File: config.mk
export PLATFORM = sky130hd
export DESIGN_NAME = order_decode_flat
export DESIGN_NICKNAME = d
export VERILOG_FILES = /design/src/ob_pkg.sv /design/src/order_cmd_if.sv /design/src/order_decode.sv /design/src/flat_wrapper.sv
export SDC_FILE = /design/constraint.sdc
export NUM_CORES = 1
export LEC_CHECK = 0
export BUFFER_PORTS_ARGS = -buffer_cell sky130_fd_sc_hd__buf_2
export CORE_UTILIZATION = 44
export DETAILED_ROUTE_END_ITERATION = 8
export PLACE_DENSITY = 0.83
export SKIP_CTS_REPAIR_TIMING = 1
export SYNTH_ARGS = -nofsm -noshare
export SYNTH_HDL_FRONTEND = slang
export SYNTH_SLANG_ARGS = --single-unit
File: constraint.sdc
create_clock -name i_clk -period 9.3 [get_ports i_clk]
set_input_delay 0.93 -clock i_clk [delete_from_list [all_inputs] [get_ports i_clk]]
set_output_delay 0.93 -clock i_clk [all_outputs]
set_load 0.01 [all_outputs]
File: src/ob_pkg.sv
/* book sizes, field widths and codes shared by every block of the order book
   BOOK_DEPTH entries per stock and side, op code 3 is reserved and never accepted */
package ob_pkg;

    // book geometry
    localparam int NUM_STOCKS = 4;
    localparam int BOOK_DEPTH = 8;

    localparam int STOCK_W = $clog2(NUM_STOCKS);
    localparam int SLOT_W  = $clog2(BOOK_DEPTH);
    localparam int COUNT_W = SLOT_W + 1;

    // order fields
    localparam int QTY_W   = 16;
    localparam int PRICE_W = 32;
    localparam int ID_W    = 32;

    typedef enum logic [1:0] {
        OP_ADD     = 2'd0,
        OP_CANCEL  = 2'd1,
        OP_EXECUTE = 2'd2,
        OP_ILLEGAL = 2'd3
    } op_e;

    typedef enum logic {
        SIDE_BID = 1'b0,
        SIDE_ASK = 1'b1
    } side_e;

    typedef enum logic [1:0] {
        ST_OK        = 2'd0,
        ST_FULL      = 2'd1,
        ST_NOT_FOUND = 2'd2
    } status_e;

    // one resting order
    typedef struct packed {
        logic [QTY_W-1:0]   qty;
        logic [PRICE_W-1:0] price;
        logic [ID_W-1:0]    id;
    } book_entry_t;

endpackage

File: src/order_cmd_if.sv
/* one decoded order from the decoder to the engine and its outcome back
   fields hold steady from start until done */
`timescale 1ns/1ns

interface order_cmd_if;

    logic                           start;
    ob_pkg::op_e                    op;
    ob_pkg::side_e                  side;
    logic [ob_pkg::STOCK_W-1:0]     stock;
    logic [ob_pkg::QTY_W-1:0]       quantity;
    logic [ob_pkg::PRICE_W-1:0]     price;
    logic [ob_pkg::ID_W-1:0]        order_id;
    // outcome
    logic                           done;
    ob_pkg::status_e                status;

    modport decoder (
        output start, op, side, stock, quantity, price, order_id,
        input  done, status
    );

    modport engine (
        input  start, op, side, stock, quantity, price, order_id,
        output done, status
    );

endinterface

File: src/order_decode.sv
/* takes one order at a time; illegal op codes are dropped without busy or result
   result stays valid until i_consumer_ready is seen high */
`timescale 1ns/1ns

module order_decode (
    input  logic                        i_clk,
    input  logic                        i_reset_n,
    input  logic                        i_order_valid,
    input  logic [1:0]                  i_order_op,
    input  logic                        i_side,
    input  logic [ob_pkg::STOCK_W-1:0]  i_stock_id,
    input  logic [ob_pkg::QTY_W-1:0]    i_quantity,
    input  logic [ob_pkg::PRICE_W-1:0]  i_price,
    input  logic [ob_pkg::ID_W-1:0]     i_order_id,
    input  logic                        i_consumer_ready,
    order_cmd_if.decoder                cmd,
    output logic                        o_book_busy,
    output logic                        o_result_valid,
    output logic [1:0]                  o_status
);

    typedef enum logic [1:0] {D_IDLE, D_WORK, D_HOLD} dec_state_e;

    dec_state_e      state;
    ob_pkg::status_e status_q;
    logic            accept;

    assign accept = (state == D_IDLE) && i_order_valid &&
                    (ob_pkg::op_e'(i_order_op) != ob_pkg::OP_ILLEGAL);

    assign o_book_busy    = (state != D_IDLE);
    assign o_result_valid = (state == D_HOLD);
    assign o_status       = status_q;

    always_ff @(posedge i_clk) begin
        if (!i_reset_n) begin
            state     <= D_IDLE;
            cmd.start <= 1'b0;
        end else begin
            // engine is idle whenever we accept
            cmd.start <= accept;
            case (state)
                D_IDLE: if (accept) state <= D_WORK;
                D_WORK: if (cmd.done) state <= D_HOLD;
                D_HOLD: if (i_consumer_ready) state <= D_IDLE;
                default: state <= D_IDLE;
            endcase
        end
    end

    // order fields and result held for the engine and the consumer
    always_ff @(posedge i_clk) begin
        if (accept) begin
            cmd.op       <= ob_pkg::op_e'(i_order_op);
            cmd.side     <= ob_pkg::side_e'(i_side);
            cmd.stock    <= i_stock_id;
            cmd.quantity <= i_quantity;
            cmd.price    <= i_price;
            cmd.order_id <= i_order_id;
        end
        if (state == D_WORK && cmd.done) status_q <= cmd.status;
    end

    a_done_in_work: assert property (@(posedge i_clk) disable iff (!i_reset_n)
        cmd.done |-> state == D_WORK);

endmodule

File: src/flat_wrapper.sv
// flat-port wrapper written by rule: the top's interface ports become plain ports
module order_decode_flat 
  (i_clk, i_reset_n, i_order_valid, i_order_op, i_side, i_stock_id, i_quantity, i_price, i_order_id, i_consumer_ready, o_book_busy, o_result_valid, o_status, cmd_start, cmd_op, cmd_side, cmd_stock, cmd_quantity, cmd_price, cmd_order_id, cmd_done, cmd_status);
  order_cmd_if cmd_i ();
  input  logic i_clk;
  input  logic i_reset_n;
  input  logic i_order_valid;
  input  logic [1:0] i_order_op;
  input  logic i_side;
  input  logic [ob_pkg::STOCK_W-1:0] i_stock_id;
  input  logic [ob_pkg::QTY_W-1:0] i_quantity;
  input  logic [ob_pkg::PRICE_W-1:0] i_price;
  input  logic [ob_pkg::ID_W-1:0] i_order_id;
  input  logic i_consumer_ready;
  output logic o_book_busy;
  output logic o_result_valid;
  output logic [1:0] o_status;
  output wire logic [$bits(cmd_i.start)-1:0] cmd_start;
  output wire logic [$bits(cmd_i.op)-1:0] cmd_op;
  output wire logic [$bits(cmd_i.side)-1:0] cmd_side;
  output wire logic [$bits(cmd_i.stock)-1:0] cmd_stock;
  output wire logic [$bits(cmd_i.quantity)-1:0] cmd_quantity;
  output wire logic [$bits(cmd_i.price)-1:0] cmd_price;
  output wire logic [$bits(cmd_i.order_id)-1:0] cmd_order_id;
  input wire logic [$bits(cmd_i.done)-1:0] cmd_done;
  input wire logic [$bits(cmd_i.status)-1:0] cmd_status;
  assign cmd_start = cmd_i.start;
  assign cmd_op = cmd_i.op;
  assign cmd_side = cmd_i.side;
  assign cmd_stock = cmd_i.stock;
  assign cmd_quantity = cmd_i.quantity;
  assign cmd_price = cmd_i.price;
  assign cmd_order_id = cmd_i.order_id;
  assign cmd_i.done = cmd_done;
  assign cmd_i.status = cmd_status;
  order_decode u_core (.i_clk(i_clk), .i_reset_n(i_reset_n), .i_order_valid(i_order_valid), .i_order_op(i_order_op), .i_side(i_side), .i_stock_id(i_stock_id), .i_quantity(i_quantity), .i_price(i_price), .i_order_id(i_order_id), .i_consumer_ready(i_consumer_ready), .cmd(cmd_i), .o_book_busy(o_book_busy), .o_result_valid(o_result_valid), .o_status(o_status));
endmodule
Word-level counts from Yosys, hierarchy flattened --
Index checks and enable logic that the tools add are counted.
Word-level totals: register bits after elaboration 90, output and inout port bits 90
Cells by class: eq/ne operators 6, muxes and demuxes 4, reductions and logical operators 6
Operators with widths (count):
- two-way mux 2 bit | 3
- inequality test 2 bit, second input constant | 3
- case mux 2 bit (3 select lines) | 1
- logical AND 1 bit | 3
- AND reduction 3 bit | 1
- == test 2 x 1 -> 1 bit, second input constant | 1
- == test 2 bit, second input constant | 1
- zero test 2 bit | 1
- inequality test 2 x 1 -> 1 bit, second input constant | 1
- nonzero test 2 bit | 1

Longest topological paths before layout --
depth after elaboration 5, gate-level depth with buffers 2, mapped depth without buffers 2

Worst setup path after synthesis --
OpenSTA, ideal clock, no wires.
path kind in2reg, start point in i_order_op[0], end point reg u_core.cmd.op[0] (enable), setup time 0.454 ns, arrival 3.038 ns, required time 8.846 ns, setup slack 5.808 ns, stages 2, path buffers 0, cell sequence nand2_1 > and3_1
Between the ends: cells in the longest elaborated chain, start to end 2
Ends and longest elaborated chain:
- from (decl) | RTL line flat_wrapper.sv:8 | input logic [1:0] i_order_op;
- inequality test 2 bit | RTL line order_decode.sv:29 | (ob_pkg::op_e'(i_order_op) != ob_pkg::OP_ILLEGAL);
- logical AND 1 bit | RTL line order_decode.sv:28 | assign accept = (state == D_IDLE) && i_order_valid &&
- net u_core.accept | RTL line order_decode.sv:26 | logic accept;
- to (signal assigned) | RTL line order_decode.sv:54 | cmd.op <= ob_pkg::op_e'(i_order_op);
- to (decl) | RTL line order_cmd_if.sv:19 | output start, op, side, stock, quantity, price, order_id,
The timed path passes the listed nets, and every way through them passes these cells. A chain may end at the register's enable or synchronous reset.

Worst setup path in the final report --
start point in i_order_op[0], end point reg u_core.cmd.order_id[12] (enable)
Between the ends: cells in the longest elaborated chain, start to end 2
Ends and longest elaborated chain:
- inequality test 2 bit | RTL line order_decode.sv:29
- logical AND 1 bit | RTL line order_decode.sv:28
- net u_core.accept | RTL line order_decode.sv:26
- to (signal assigned) | RTL line order_decode.sv:59 | cmd.order_id <= i_order_id;
- to (decl) | RTL line order_cmd_if.sv:19
The timed path passes the listed nets, and every way through them passes these cells.

==> flow_metrics.env <==
export IMPL_power_density_nw_per_um2=205.8
export IMPL_clock_path_buffers=2
export IMPL_cts_root_buf="clkbuf_8"
export IMPL_post_route_min_period_ns=2.130
export IMPL_slew_headroom_pct=27.83
export IMPL_syn_nets=193
export IMPL_core_area_sq_um=5991
export IMPL_fin_nets=385
export IMPL_synth_warnings=0
export IMPL_crit_required_ns=9.26
export IMPL_cp_max_fo=85
export IMPL_fp_dieW_um=81.08
export IMPL_dp_slack_ns=6.789
export IMPL_cts_tree="yes"
export IMPL_vdd_ir_drop_worst_mv=0.1263
export IMPL_dpl_hpwl_mm=4.553
export IMPL_io_pin_count=182
export IMPL_setup_viol=0
export IMPL_holdWs_ns=0.6540
export IMPL_clkLatencyLatePin_ns=0.34
export IMPL_cts_buffers=9
export IMPL_post_route_period_util_pct=22.90
export IMPL_r2r_setup_slack_ns=7.36
export IMPL_antenna_cells=0
export IMPL_worstMarginPinSlew_ns=1.082
export IMPL_vias_per_cell=4.641
export IMPL_die_area_sq_um=6573
export IMPL_wl_per_cell_um=16.30
export IMPL_portBuffers=181
export IMPL_fmax_ghz=0.4695
export IMPL_postSynthCellCount=101
export IMPL_clock_skew_final_ns=0.006514
export IMPL_critical_path_class="input pin to flip-flop"
export IMPL_vias=1731
export IMPL_end_kind="flip-flop"
export IMPL_worstSetupStartpointType="input pin"
export IMPL_arrival_ns=2.09
export IMPL_hold_path_class="flip-flop to flip-flop"
export IMPL_cts_sinks=90
export IMPL_drtAntennaViolNets=0
export IMPL_syn_area_sq_um=2751
export IMPL_drc=0
export IMPL_status="complete, no violations"
export IMPL_grt_setup_unrepaired="false"
export IMPL_grt_pass1_wl_mm=8.286
export IMPL_maxCapViolations=0
export IMPL_p_leak_nw=1.711
export IMPL_drv_slew=0
export IMPL_fp_row_count=28
export IMPL_area_growth_pct=43.57
export IMPL_synth_distinct_cells=13
export IMPL_antenna_found_initial=1
export IMPL_ys_ff_latch=90
export IMPL_seq_area_frac_synth_pct=97.14
export IMPL_grt_use_total_pct=18.20
export IMPL_grt_pass1_vias=1764
export IMPL_final_common_cell="buf_2"
export IMPL_layout_drive_gt1_share_pct=66.11
export IMPL_final_setup_tns_ns=0
export IMPL_routed_wl_mm=6.080
export IMPL_hold_viol=0
export IMPL_clk_pin_slew_ns=0.08
export IMPL_syn_area_per_cell_sq_um=27.24
export IMPL_gp_congestion=0.7347
export IMPL_first_pass_iters=5
export IMPL_gr_total_overflow=0
export IMPL_layout_common_cells="buf_2 (181), edfxtp_1 (87), clkbuf_8 (9), dfxtp_1 (3)"
export IMPL_htree_levels=3
export IMPL_drtIter0Drc=63
export IMPL_grt_max_degree=86
export IMPL_setup_ws_ns=7.170
export IMPL_start_util_pct=45.93
export IMPL_die_h_um=81.08
[cells in the mapped netlist]
| cell | count | area share, % |
|---|---|---|
| a41o_1 | 1 | 0.36 |
| and3_1 | 1 | 0.23 |
| and3b_1 | 1 | 0.32 |
| and4_1 | 1 | 0.32 |
| and4bb_1 | 1 | 0.45 |
| dfxtp_1 | 3 | 2.2 |
| edfxtp_1 | 87 | 95 |
| inv_1 | 1 | 0.14 |
| nand2_1 | 1 | 0.14 |
| nor2_1 | 1 | 0.14 |
| nor2b_1 | 1 | 0.23 |
| nor3b_1 | 1 | 0.27 |
| o21a_1 | 1 | 0.27 |
[metrics by stage]
step	util (%)	power, W	cell area, sq um	cells
final	65.94	0.0008128	3950	373
after global routing	65.94	0.0008406	3950	373
after CTS	65.94	0.0008197	3950	373
after detailed placement	62.70	0.0005652	3756	357
after global placement	62.70	0.0005615	3756	357
after floorplan	-	0.0005194	2751	101
[per-layer routing]
layer | track usage, % | routed length [um] | part of all wire (%) | vias up
met4 | 6.964 | 55 | 0.90 | 2
li1 | - | - | - | 790
met5 | 0 | 11 | 0.18 | -
met2 | 32.02 | 3264 | 54 | 109
met1 | 16.82 | 1975 | 32 | 819
met3 | 11.24 | 774 | 13 | 11
[registers in the layout, indices dropped and copies added (netlist names)]
| register | count |
|---|---|
| u_core.cmd.op | 2 |
| u_core.cmd.side | 1 |
| u_core.cmd.order_id | 32 |
| u_core.cmd.start | 1 |
| u_core.cmd.quantity | 16 |
| u_core.state | 2 |
| u_core.cmd.price | 32 |
| u_core.o_status | 2 |
| u_core.cmd.stock | 2 |
[critical path: stages]
cell	delay, ns
buf_2	0.10
nand2_1	0.10
and3_4	0.93
[worst paths after layout]
check	startpoint	end	cells past startpoint
setup / recovery	i_order_op[0]	u_core.cmd.order_id[12]	3
hold / removal	u_core.state[0]	u_core.state[1]	2
setup reg to reg	u_core.state[1]	u_core.cmd.order_id[12]	2
hold reg to reg	u_core.state[0]	u_core.state[1]	2
[kinds of logic (layout without fill, tap and decap cells)]
kind of cell	Yosys count	after routing	synth area share (%)
AOI/OAI and AO/OA	2	2	0.6368
and+or+nand+nor	8	8	2.092
DFF	90	90	97.14
buffers and inverters	1	198	0.1363
[layout make-up]
type / count / area (sq um)
well taps: 75 / 93.84
clock buffers: 10 / 127.6
clock inverters: 6 / 66.31
flip-flops and latches: 90 / 2673
repair buffers: 181 / 905.9
inverters: 1 / 3.754
multi-input cells: 10 / 80.08
fillers: 427 / 2041
[report_power, final]
part           internal, W  total [W]  switching [W]
clock network     0.000125   0.000258       0.000133
logic            0.0000305  0.0000719      0.0000415
registers         0.000477   0.000483     0.00000605
No activity file was read; power rests on OpenSTA's default activity.
