File: config.mk
export PLATFORM = sky130hd
export DESIGN_NAME = best_price_scan_flat
export DESIGN_NICKNAME = d
export VERILOG_FILES = /design/src/ob_pkg.sv /design/src/book_scan_if.sv /design/src/best_price_scan.sv /design/src/flat_wrapper.sv
export SDC_FILE = /design/constraint.sdc
export NUM_CORES = 1
export LEC_CHECK = 0
export ABC_AREA = 1
export BUFFER_PORTS_ARGS = -buffer_cell sky130_fd_sc_hd__buf_2
export CORE_MARGIN = 2
export CORE_UTILIZATION = 49
export CTS_BUF_LIST = sky130_fd_sc_hd__clkbuf_16
export DETAILED_ROUTE_END_ITERATION = 7
export GPL_TIMING_DRIVEN = 0
export PLACE_DENSITY = 0.87
export RECOVER_POWER = 50
export SLEW_MARGIN = 10
export SYNTH_ARGS = -nofsm -noshare
export SYNTH_HDL_FRONTEND = slang
export SYNTH_SLANG_ARGS = --single-unit
File: constraint.sdc
create_clock -name i_clk -period 3.56 [get_ports i_clk]
set_input_delay 0.712 -clock i_clk [delete_from_list [all_inputs] [get_ports i_clk]]
set_output_delay 0.712 -clock i_clk [all_outputs]
set_load 0.02 [all_outputs]
File: src/ob_pkg.sv
/* book sizes, field widths and codes shared by every block of the order book
   BOOK_DEPTH entries per stock and side, op code 3 is reserved and never accepted */
package ob_pkg;

    // book geometry
    localparam int NUM_STOCKS = 4;
    localparam int BOOK_DEPTH = 8;

    localparam int STOCK_W = $clog2(NUM_STOCKS);
    localparam int SLOT_W  = $clog2(BOOK_DEPTH);
    localparam int COUNT_W = SLOT_W + 1;

    // order fields
    localparam int QTY_W   = 16;
    localparam int PRICE_W = 32;
    localparam int ID_W    = 32;

    typedef enum logic [1:0] {
        OP_ADD     = 2'd0,
        OP_CANCEL  = 2'd1,
        OP_EXECUTE = 2'd2,
        OP_ILLEGAL = 2'd3
    } op_e;

    typedef enum logic {
        SIDE_BID = 1'b0,
        SIDE_ASK = 1'b1
    } side_e;

    typedef enum logic [1:0] {
        ST_OK        = 2'd0,
        ST_FULL      = 2'd1,
        ST_NOT_FOUND = 2'd2
    } status_e;

    // one resting order
    typedef struct packed {
        logic [QTY_W-1:0]   qty;
        logic [PRICE_W-1:0] price;
        logic [ID_W-1:0]    id;
    } book_entry_t;

endpackage

File: src/book_scan_if.sv
/* read port into the book for the best price scanner
   entry and count come back in the same cycle as side and slot */
`timescale 1ns/1ns

interface book_scan_if;

    logic                           scan_start;
    logic [ob_pkg::STOCK_W-1:0]     scan_stock;
    ob_pkg::side_e                  rd_side;
    logic [ob_pkg::SLOT_W-1:0]      rd_slot;
    ob_pkg::book_entry_t            rd_entry;
    logic [ob_pkg::COUNT_W-1:0]     rd_count;
    logic                           scan_done;

    modport engine (
        output scan_start, scan_stock, rd_entry, rd_count,
        input  rd_side, rd_slot, scan_done
    );

    modport scanner (
        input  scan_start, scan_stock, rd_entry, rd_count,
        output rd_side, rd_slot, scan_done
    );

endinterface

File: src/best_price_scan.sv
/* fixed length scan that visits every slot of both sides once per run
   an empty side reports a price of 0 */
`timescale 1ns/1ns

module best_price_scan (
    input  logic                        i_clk,
    input  logic                        i_reset_n,
    book_scan_if.scanner                scan,
    output logic [ob_pkg::PRICE_W-1:0]  o_best_bid,
    output logic [ob_pkg::PRICE_W-1:0]  o_best_ask
);

    typedef enum logic [1:0] {S_IDLE, S_BID, S_ASK} scan_state_e;

    scan_state_e                  state;
    logic [ob_pkg::SLOT_W-1:0]    slot;
    logic [ob_pkg::PRICE_W-1:0]   max_bid;
    logic [ob_pkg::PRICE_W-1:0]   min_ask;
    logic [ob_pkg::PRICE_W-1:0]   bid_next;
    logic [ob_pkg::PRICE_W-1:0]   ask_next;
    logic                         in_range;
    logic                         slot_last;

    assign scan.rd_side = (state == S_ASK) ? ob_pkg::SIDE_ASK : ob_pkg::SIDE_BID;
    assign scan.rd_slot = slot;
    assign in_range     = ({1'b0, slot} < scan.rd_count);
    assign slot_last    = (slot == ob_pkg::SLOT_W'(ob_pkg::BOOK_DEPTH - 1));

    always_comb begin
        bid_next = max_bid;
        ask_next = min_ask;
        if (in_range && state == S_BID && scan.rd_entry.price > max_bid) begin
            bid_next = scan.rd_entry.price;
        end
        if (in_range && state == S_ASK && scan.rd_entry.price < min_ask) begin
            ask_next = scan.rd_entry.price;
        end
    end

    always_ff @(posedge i_clk) begin
        if (!i_reset_n) begin
            state          <= S_IDLE;
            slot           <= '0;
            scan.scan_done <= 1'b0;
            o_best_bid     <= '0;
            o_best_ask     <= '0;
        end else begin
            scan.scan_done <= 1'b0;
            case (state)
                S_IDLE: begin
                    if (scan.scan_start) begin
                        state   <= S_BID;
                        slot    <= '0;
                        max_bid <= '0;
                        min_ask <= '1;
                    end
                end
                S_BID: begin
                    max_bid <= bid_next;
                    slot    <= slot + 1'b1;
                    if (slot_last) state <= S_ASK;
                end
                S_ASK: begin
                    min_ask <= ask_next;
                    slot    <= slot + 1'b1;
                    if (slot_last) begin
                        o_best_bid     <= max_bid;
                        o_best_ask     <= (scan.rd_count == '0) ? '0 : ask_next;
                        scan.scan_done <= 1'b1;
                        state          <= S_IDLE;
                    end
                end
                default: state <= S_IDLE;
            endcase
        end
    end

    a_start_idle: assert property (@(posedge i_clk) disable iff (!i_reset_n)
        scan.scan_start |-> state == S_IDLE);

endmodule

File: src/flat_wrapper.sv
// flat-port wrapper written by rule: the top's interface ports become plain ports
module best_price_scan_flat 
  (i_clk, i_reset_n, o_best_bid, o_best_ask, scan_scan_start, scan_scan_stock, scan_rd_entry, scan_rd_count, scan_rd_side, scan_rd_slot, scan_scan_done);
  book_scan_if scan_i ();
  input  logic i_clk;
  input  logic i_reset_n;
  output logic [ob_pkg::PRICE_W-1:0] o_best_bid;
  output logic [ob_pkg::PRICE_W-1:0] o_best_ask;
  input wire logic [$bits(scan_i.scan_start)-1:0] scan_scan_start;
  input wire logic [$bits(scan_i.scan_stock)-1:0] scan_scan_stock;
  input wire logic [$bits(scan_i.rd_entry)-1:0] scan_rd_entry;
  input wire logic [$bits(scan_i.rd_count)-1:0] scan_rd_count;
  output wire logic [$bits(scan_i.rd_side)-1:0] scan_rd_side;
  output wire logic [$bits(scan_i.rd_slot)-1:0] scan_rd_slot;
  output wire logic [$bits(scan_i.scan_done)-1:0] scan_scan_done;
  assign scan_i.scan_start = scan_scan_start;
  assign scan_i.scan_stock = scan_scan_stock;
  assign scan_i.rd_entry = scan_rd_entry;
  assign scan_i.rd_count = scan_rd_count;
  assign scan_rd_side = scan_i.rd_side;
  assign scan_rd_slot = scan_i.rd_slot;
  assign scan_scan_done = scan_i.scan_done;
  best_price_scan u_core (.i_clk(i_clk), .i_reset_n(i_reset_n), .scan(scan_i), .o_best_bid(o_best_bid), .o_best_ask(o_best_ask));
endmodule
-- Yosys cells after proc, flatten, opt, wreduce, memory -nomap -nowiden
Cells that the tools add are included.
- output and inout port bits: 69
- flip-flop bits (word level): 134
- logic and storage cells: 49
- bits of input ports: 89
- $lt $le $gt $ge: 3
- mux-type cells: 15
- add/subtract/negate cells: 1
- reductions and logical operators: 16
- eq/ne operators: 7
- operators with widths (operator ; number):
    two-way mux 32 bit ; 5
    case mux 32 bit (2 select lines) ; 2
    > comparator 32 bit ; 1
    less-than comparator 32 bit ; 1
    two-way mux 2 bit ; 3
    case mux 2 bit (3 select lines) ; 1
    case mux 3 bit (2 select lines) ; 1
    AND reduction 2 bit ; 3
    AND reduction 3 bit ; 2
    nonzero test 2 bit ; 3
    logical AND 1 bit ; 4
    logical NOT 4 bit ; 1
    less-than comparator 3 x 4 -> 1 bit ; 1
    inequality test 2 x 1 -> 1 bit, second input constant ; 2
    inequality test 2 bit, second input constant ; 2
    AND reduction 4 bit ; 1
    adder 3 x 1 -> 3 bit, second input constant ; 1
    equality test 3 bit, second input constant ; 1
    two-way mux 3 bit ; 1
    equality test 2 x 1 -> 1 bit, second input constant ; 1
    equality test 2 bit, second input constant ; 1
    logical NOT 2 bit ; 1
    two-way mux 1 bit ; 2
    OR reduction 2 bit ; 1

-- Depth between registers and ports, before layout
- depth in word-level cells: 5
- mapped depth: 16
- depth with buffers taken out: 15

-- Least setup slack after synthesis
No wires, ideal clock.
- path kind: input-to-reg
- from: in scan_rd_entry[63]
- to: reg u_core.max_bid[0] in the netlist's numbering (enable)
- cell stages on the path: 9
- arrival: 3.227 ns
- buffers on the path: 0
- setup time: 0.432 ns
- setup slack: -0.099 ns
- path through: ha_1 -> nand2_1 -> nor2_1 -> nand2_1 -> nor4_1 -> nand2_1 -> nand2_1 -> nand2_1 -> a21oi_1
- cells in the longest elaborated chain, start to end: 4
- RTL lines (item ; line ; RTL):
    start: declaration ; flat_wrapper.sv:11 ; input wire logic [$bits(scan_i.rd_entry)-1:0] scan_rd_entry;
    > comparator 32 bit ; best_price_scan.sv:32 ; if (in_range && state == S_BID && scan.rd_entry.price > max_bid) begin
    logical AND 1 bit ; best_price_scan.sv:32 ;
    inequality test 2 bit (no source line) ; - ;
    AND reduction 4 bit (no source line) ; - ;
    end signal: assignment ; best_price_scan.sv:59 ; max_bid <= bid_next;
    end: declaration ; best_price_scan.sv:17 ; logic [ob_pkg::PRICE_W-1:0] max_bid;
Every way passes these cells.
A chain may end at the register's enable or synchronous reset.

-- Worst setup path after layout
- from: reg u_core.state[0]
- to: reg u_core.min_ask[5] in the netlist's numbering, data pin
- cells in the longest elaborated chain, start to end: 5
- RTL lines (item ; line ; RTL):
    start: declaration ; best_price_scan.sv:15 ; scan_state_e state;
    start signal: assignment ; best_price_scan.sv:42 ; state <= S_IDLE;
    start signal: assignment ; best_price_scan.sv:52 ; state <= S_BID;
    start signal: assignment ; best_price_scan.sv:61 ; if (slot_last) state <= S_ASK;
    equality test 2 bit ; best_price_scan.sv:35, best_price_scan.sv:49 ;
    logical AND 1 bit (2 in series) ; best_price_scan.sv:35 ; if (in_range && state == S_ASK && scan.rd_entry.price < min_ask) begin
    two-way mux 32 bit ; best_price_scan.sv:35 ;
    case mux 32 bit (2 select lines) (*) ; best_price_scan.sv:49 ; case (state)
    end signal: assignment ; best_price_scan.sv:64 ; min_ask <= ask_next;
    end: declaration ; best_price_scan.sv:18 ; logic [ob_pkg::PRICE_W-1:0] min_ask;
Every way passes the cells marked *; elsewhere a longest branch is shown, timed or not.

==> summary.md <==
| Metric | Value |
|---|---|
| Outcome | finished clean |
| Crit path DAT | 3.17 ns |
| Psw | 1.63 mW |
| Max-slew headroom | 43.0% |
| Share of the synthesized area in the top cell type | 27.2% |
| Worst Hold End | u_core.o_best_ask[4] |
| Min-Delay Path Class | register to register |
| # diodes | 0 |
| Max cap viols | 0 |
| Final core utilization | 59.5% |
| Clock transition at the registers of the reported paths | 0.06 ns |
| Overflow after GRT | 0 |
| Root Driver | clkbuf_16 |
| Iteration-0 DRC Markers | 523 |
| Final period utilization | 84.3% |
| Fraction of layout cells with a size suffix above 1 | 8.23% |
| Number of port buffers | 106 |
| Number of hold buffers added after cts | 0 |
| Clock power share | 34.0% |
| Clk_skew | 0.00948 ns |
| Gr usage total | 25.1% |
| Area of the multi-input gates | 3000 sq um |
| Seq/Total Area, Yosys | 47.1% |
| Clock Latency Late Sink | 0.43 ns |
| Fillers | 1,241 |
| Fmax achieved | 333 MHz |
| Vias in the first global route | 6,274 |
| Yosys cell types | 26 |
| Crit Path Class | register to register |
| Worst VDD drop | 0.459 mV |
| Yosys warns | 0 |
| WL final | 18,200 microns |
| Top cells by count, synth | 216 x nand2_1, 153 x inv_1, 101 x a21oi_1, 70 x dfxtp_1, 70 x ha_1 |
| IO Pins | 158 |
| Effective utilization at floorplan | 50.5% |
| Asr flop ratio synth | 0% |
| Most common cell in the netlist | nand2_1 |
| Die Y | 124 microns |
| Final Critical Period | 3.00 ns |
| Number of buffers created by CTS | 17 |
| Die area | 15,400 sq um |
| Synth Register Bits | 134 |
| First-pass GRT wire length | 29,200 microns |
| Mapped Nets | 1,029 |
| Dpl hpwl | 13,100 microns |
| Final GP Congestion | 0.860 |
| Largest area contributor in the netlist | edfxtp_1 |
| CP Capture Type | register |
| Leak | 4.06 nW |
| Pwr Density | 586 nW/um^2 |
| # DRC | 0 |
| Origin of the critical flop-to-flop path | u_core.state[0] |
| Sequential group share of total power | 39.3% |
| DR vias | 6,363 |
| Synth area leaders | edfxtp_1 27%, dfxtp_1 20%, ha_1 12% |
| DR vias/cell | 5.35 |
| Element type at the critical path start | register |
| Sw frac | 33.5% |
| CP Data Required Time | 3.73 ns |
| CTS tree | done |
| Final hold violations | 0 |
| Clock sink count | 134 |
| DP Cell Count | 1,157 |
| CTS-repair resized insts | 0 |
| Core area | 14,000 sq um |
| Wirelength per Cell | 15.3 microns |
| Setup bufs post-CTS | 0 |
| Pins Over Slew Limit | 0 |
| Largest net degree at the start of global routing | 33 |
| H-tree Lvls | 4 |
| Number of synthesized flops with an enable pin | 64 |
| Post-route ant nets | 0 |
| Final setup fails | 0 |
| Combinational Power Share | 26.7% |
| Synth Instances | 870 |
| Initial antenna violation count | 0 |
| Die width | 124 microns |
| HP Start | u_core.o_best_ask[4] |
| Syn Std Cell Area | 7060 sq um |
| FF-to-FF End | u_core.min_ask[5] |
| Row count | 43 |
| CP Max Fanout | 10 |
| Syn_area_per_cell | 8.12 sq um |
| Layout area overhead | 17.8% |
| R2R depth | 13 |
| Worst Max-Slew Pin Slew | 0.855 ns |
| Total Nets Final | 1,155 |
| Ys flop type | dfxtp_1 |
| Setup TNS Final | 0 ns |
| FF+latch area | 3320 sq um |
| Drt pass-1 iters | 5 |
| Cell Int Power | 3.24 mW |
| RSZ-0062 raised after global routing | no |
| FF-to-FF setup slack | 0.56 ns |
| Non-filler cells, final | 1,189 |
| Maximum clock path buffer count | 2 |
| Hold Crit Depth | 2 |
cell type report:
cell class | count | area share (%)
well taps | 180 | 2.71
multi-input cells | 542 | 36.0
clock inverters | 14 | 1.29
inverters | 158 | 7.13
clock buffers | 18 | 5.42
plain buffers | 36 | 1.81
repair buffers | 107 | 5.67
flip-flops and latches | 134 | 40.0
critical path, stage by stage, from the launching register on:
cell and delay, ns:
dfxtp_1 0.33, inv_1 0.08, ha_1 0.17, clkbuf_1 0.35, clkinv_1 0.16, nor2_1 0.11
nand4_1 0.11, nor2_1 0.14, nand2_1 0.07, nor2_1 0.45, clkbuf_1 0.44, nand3_1 0.17
nand2_1 0.10, nand2_1 0.05
per-stage QoR:
stage               hold WS (ns)  power, mW  setup slack (ns)  area (sq um)
global route               0.484       5.14             0.298          8320
detailed placement         0.455       3.23             0.308          7860
CTS                        0.464       4.89             0.697          8420
finish                     0.465       4.87             0.561          8320
global placement           0.451       3.14            -0.455          7820
floorplan                  0.475       2.82             0.535          7070
registers in the layout, indices dropped and copies added (netlist names):
signal	cells
u_core.max_bid	32
u_core.min_ask	32
u_core.o_best_ask	32
u_core.o_best_bid	32
u_core.scan.rd_slot	3
u_core.scan.scan_done	1
u_core.state	2
layer usage:
layer	track usage, %	vias to the layer above	wire, microns
li1	-	3077	-
met1	30.2	2963	7250
met2	42.2	271	8900
met3	5.36	52	1470
met4	13.3	0	606
met5	0	-	0
kinds of logic (layout without fill, tap and decap cells):
group | Yosys count | in the layout | synth area share (%)
flip-flops | 134 | 134 | 47.1
adder cells (fa/ha/maj) | 70 | 70 | 12.4
buffers and inverters | 194 | 333 | 10.6
AO/OA/AOI/OAI | 156 | 156 | 11.4
AND/OR/NAND/NOR | 316 | 316 | 18.6
power groups by stage:
stage | sequential (mW) | clock, mW | combinational [mW]
3_3_place_gp | 1.95 | 0 | 1.19
4_1_cts | 1.91 | 1.67 | 1.31
3_5_place_dp | 1.95 | 0 | 1.29
2_1_floorplan | 1.95 | 0 | 0.879
6_report | 1.92 | 1.66 | 1.30
5_1_grt | 1.93 | 1.73 | 1.48
how the worst max path moves through the flow:
stage                       startpoint                  to  slack, ns  cells past startpoint
floorplan            scan_rd_entry[63]   u_core.max_bid[0]       0.53                      9
finish                 u_core.state[0]   u_core.min_ask[5]       0.56                     13
CTS                 u_core.max_bid[31]  u_core.max_bid[20]       0.70                     11
global route           u_core.state[0]   u_core.min_ask[4]       0.30                     13
global placement     scan_rd_entry[63]  u_core.max_bid[17]      -0.45                     10
detailed placement   scan_rd_entry[63]  u_core.max_bid[23]       0.31                     11
cell usage in the layout, fill, tap and decap left out, types with 2 or more instances in the layout:
cell,n
nand2_1,216
inv_1,154
a21oi_1,100
clkbuf_1,95
ha_1,70
dfxtp_1,70
nand3_1,69
edfxtp_1,64
o21ai_0,46
buf_2,46
nor2_1,18
clkbuf_16,18
clkinv_1,6
nor3_1,5
nand4_1,4
o21a_1,3
clkinv_2,3
inv_2,2
o211ai_1,2
clkinv_4,2
clkinvlp_4,2
Note: power is estimated with default switching activity, not from simulation.
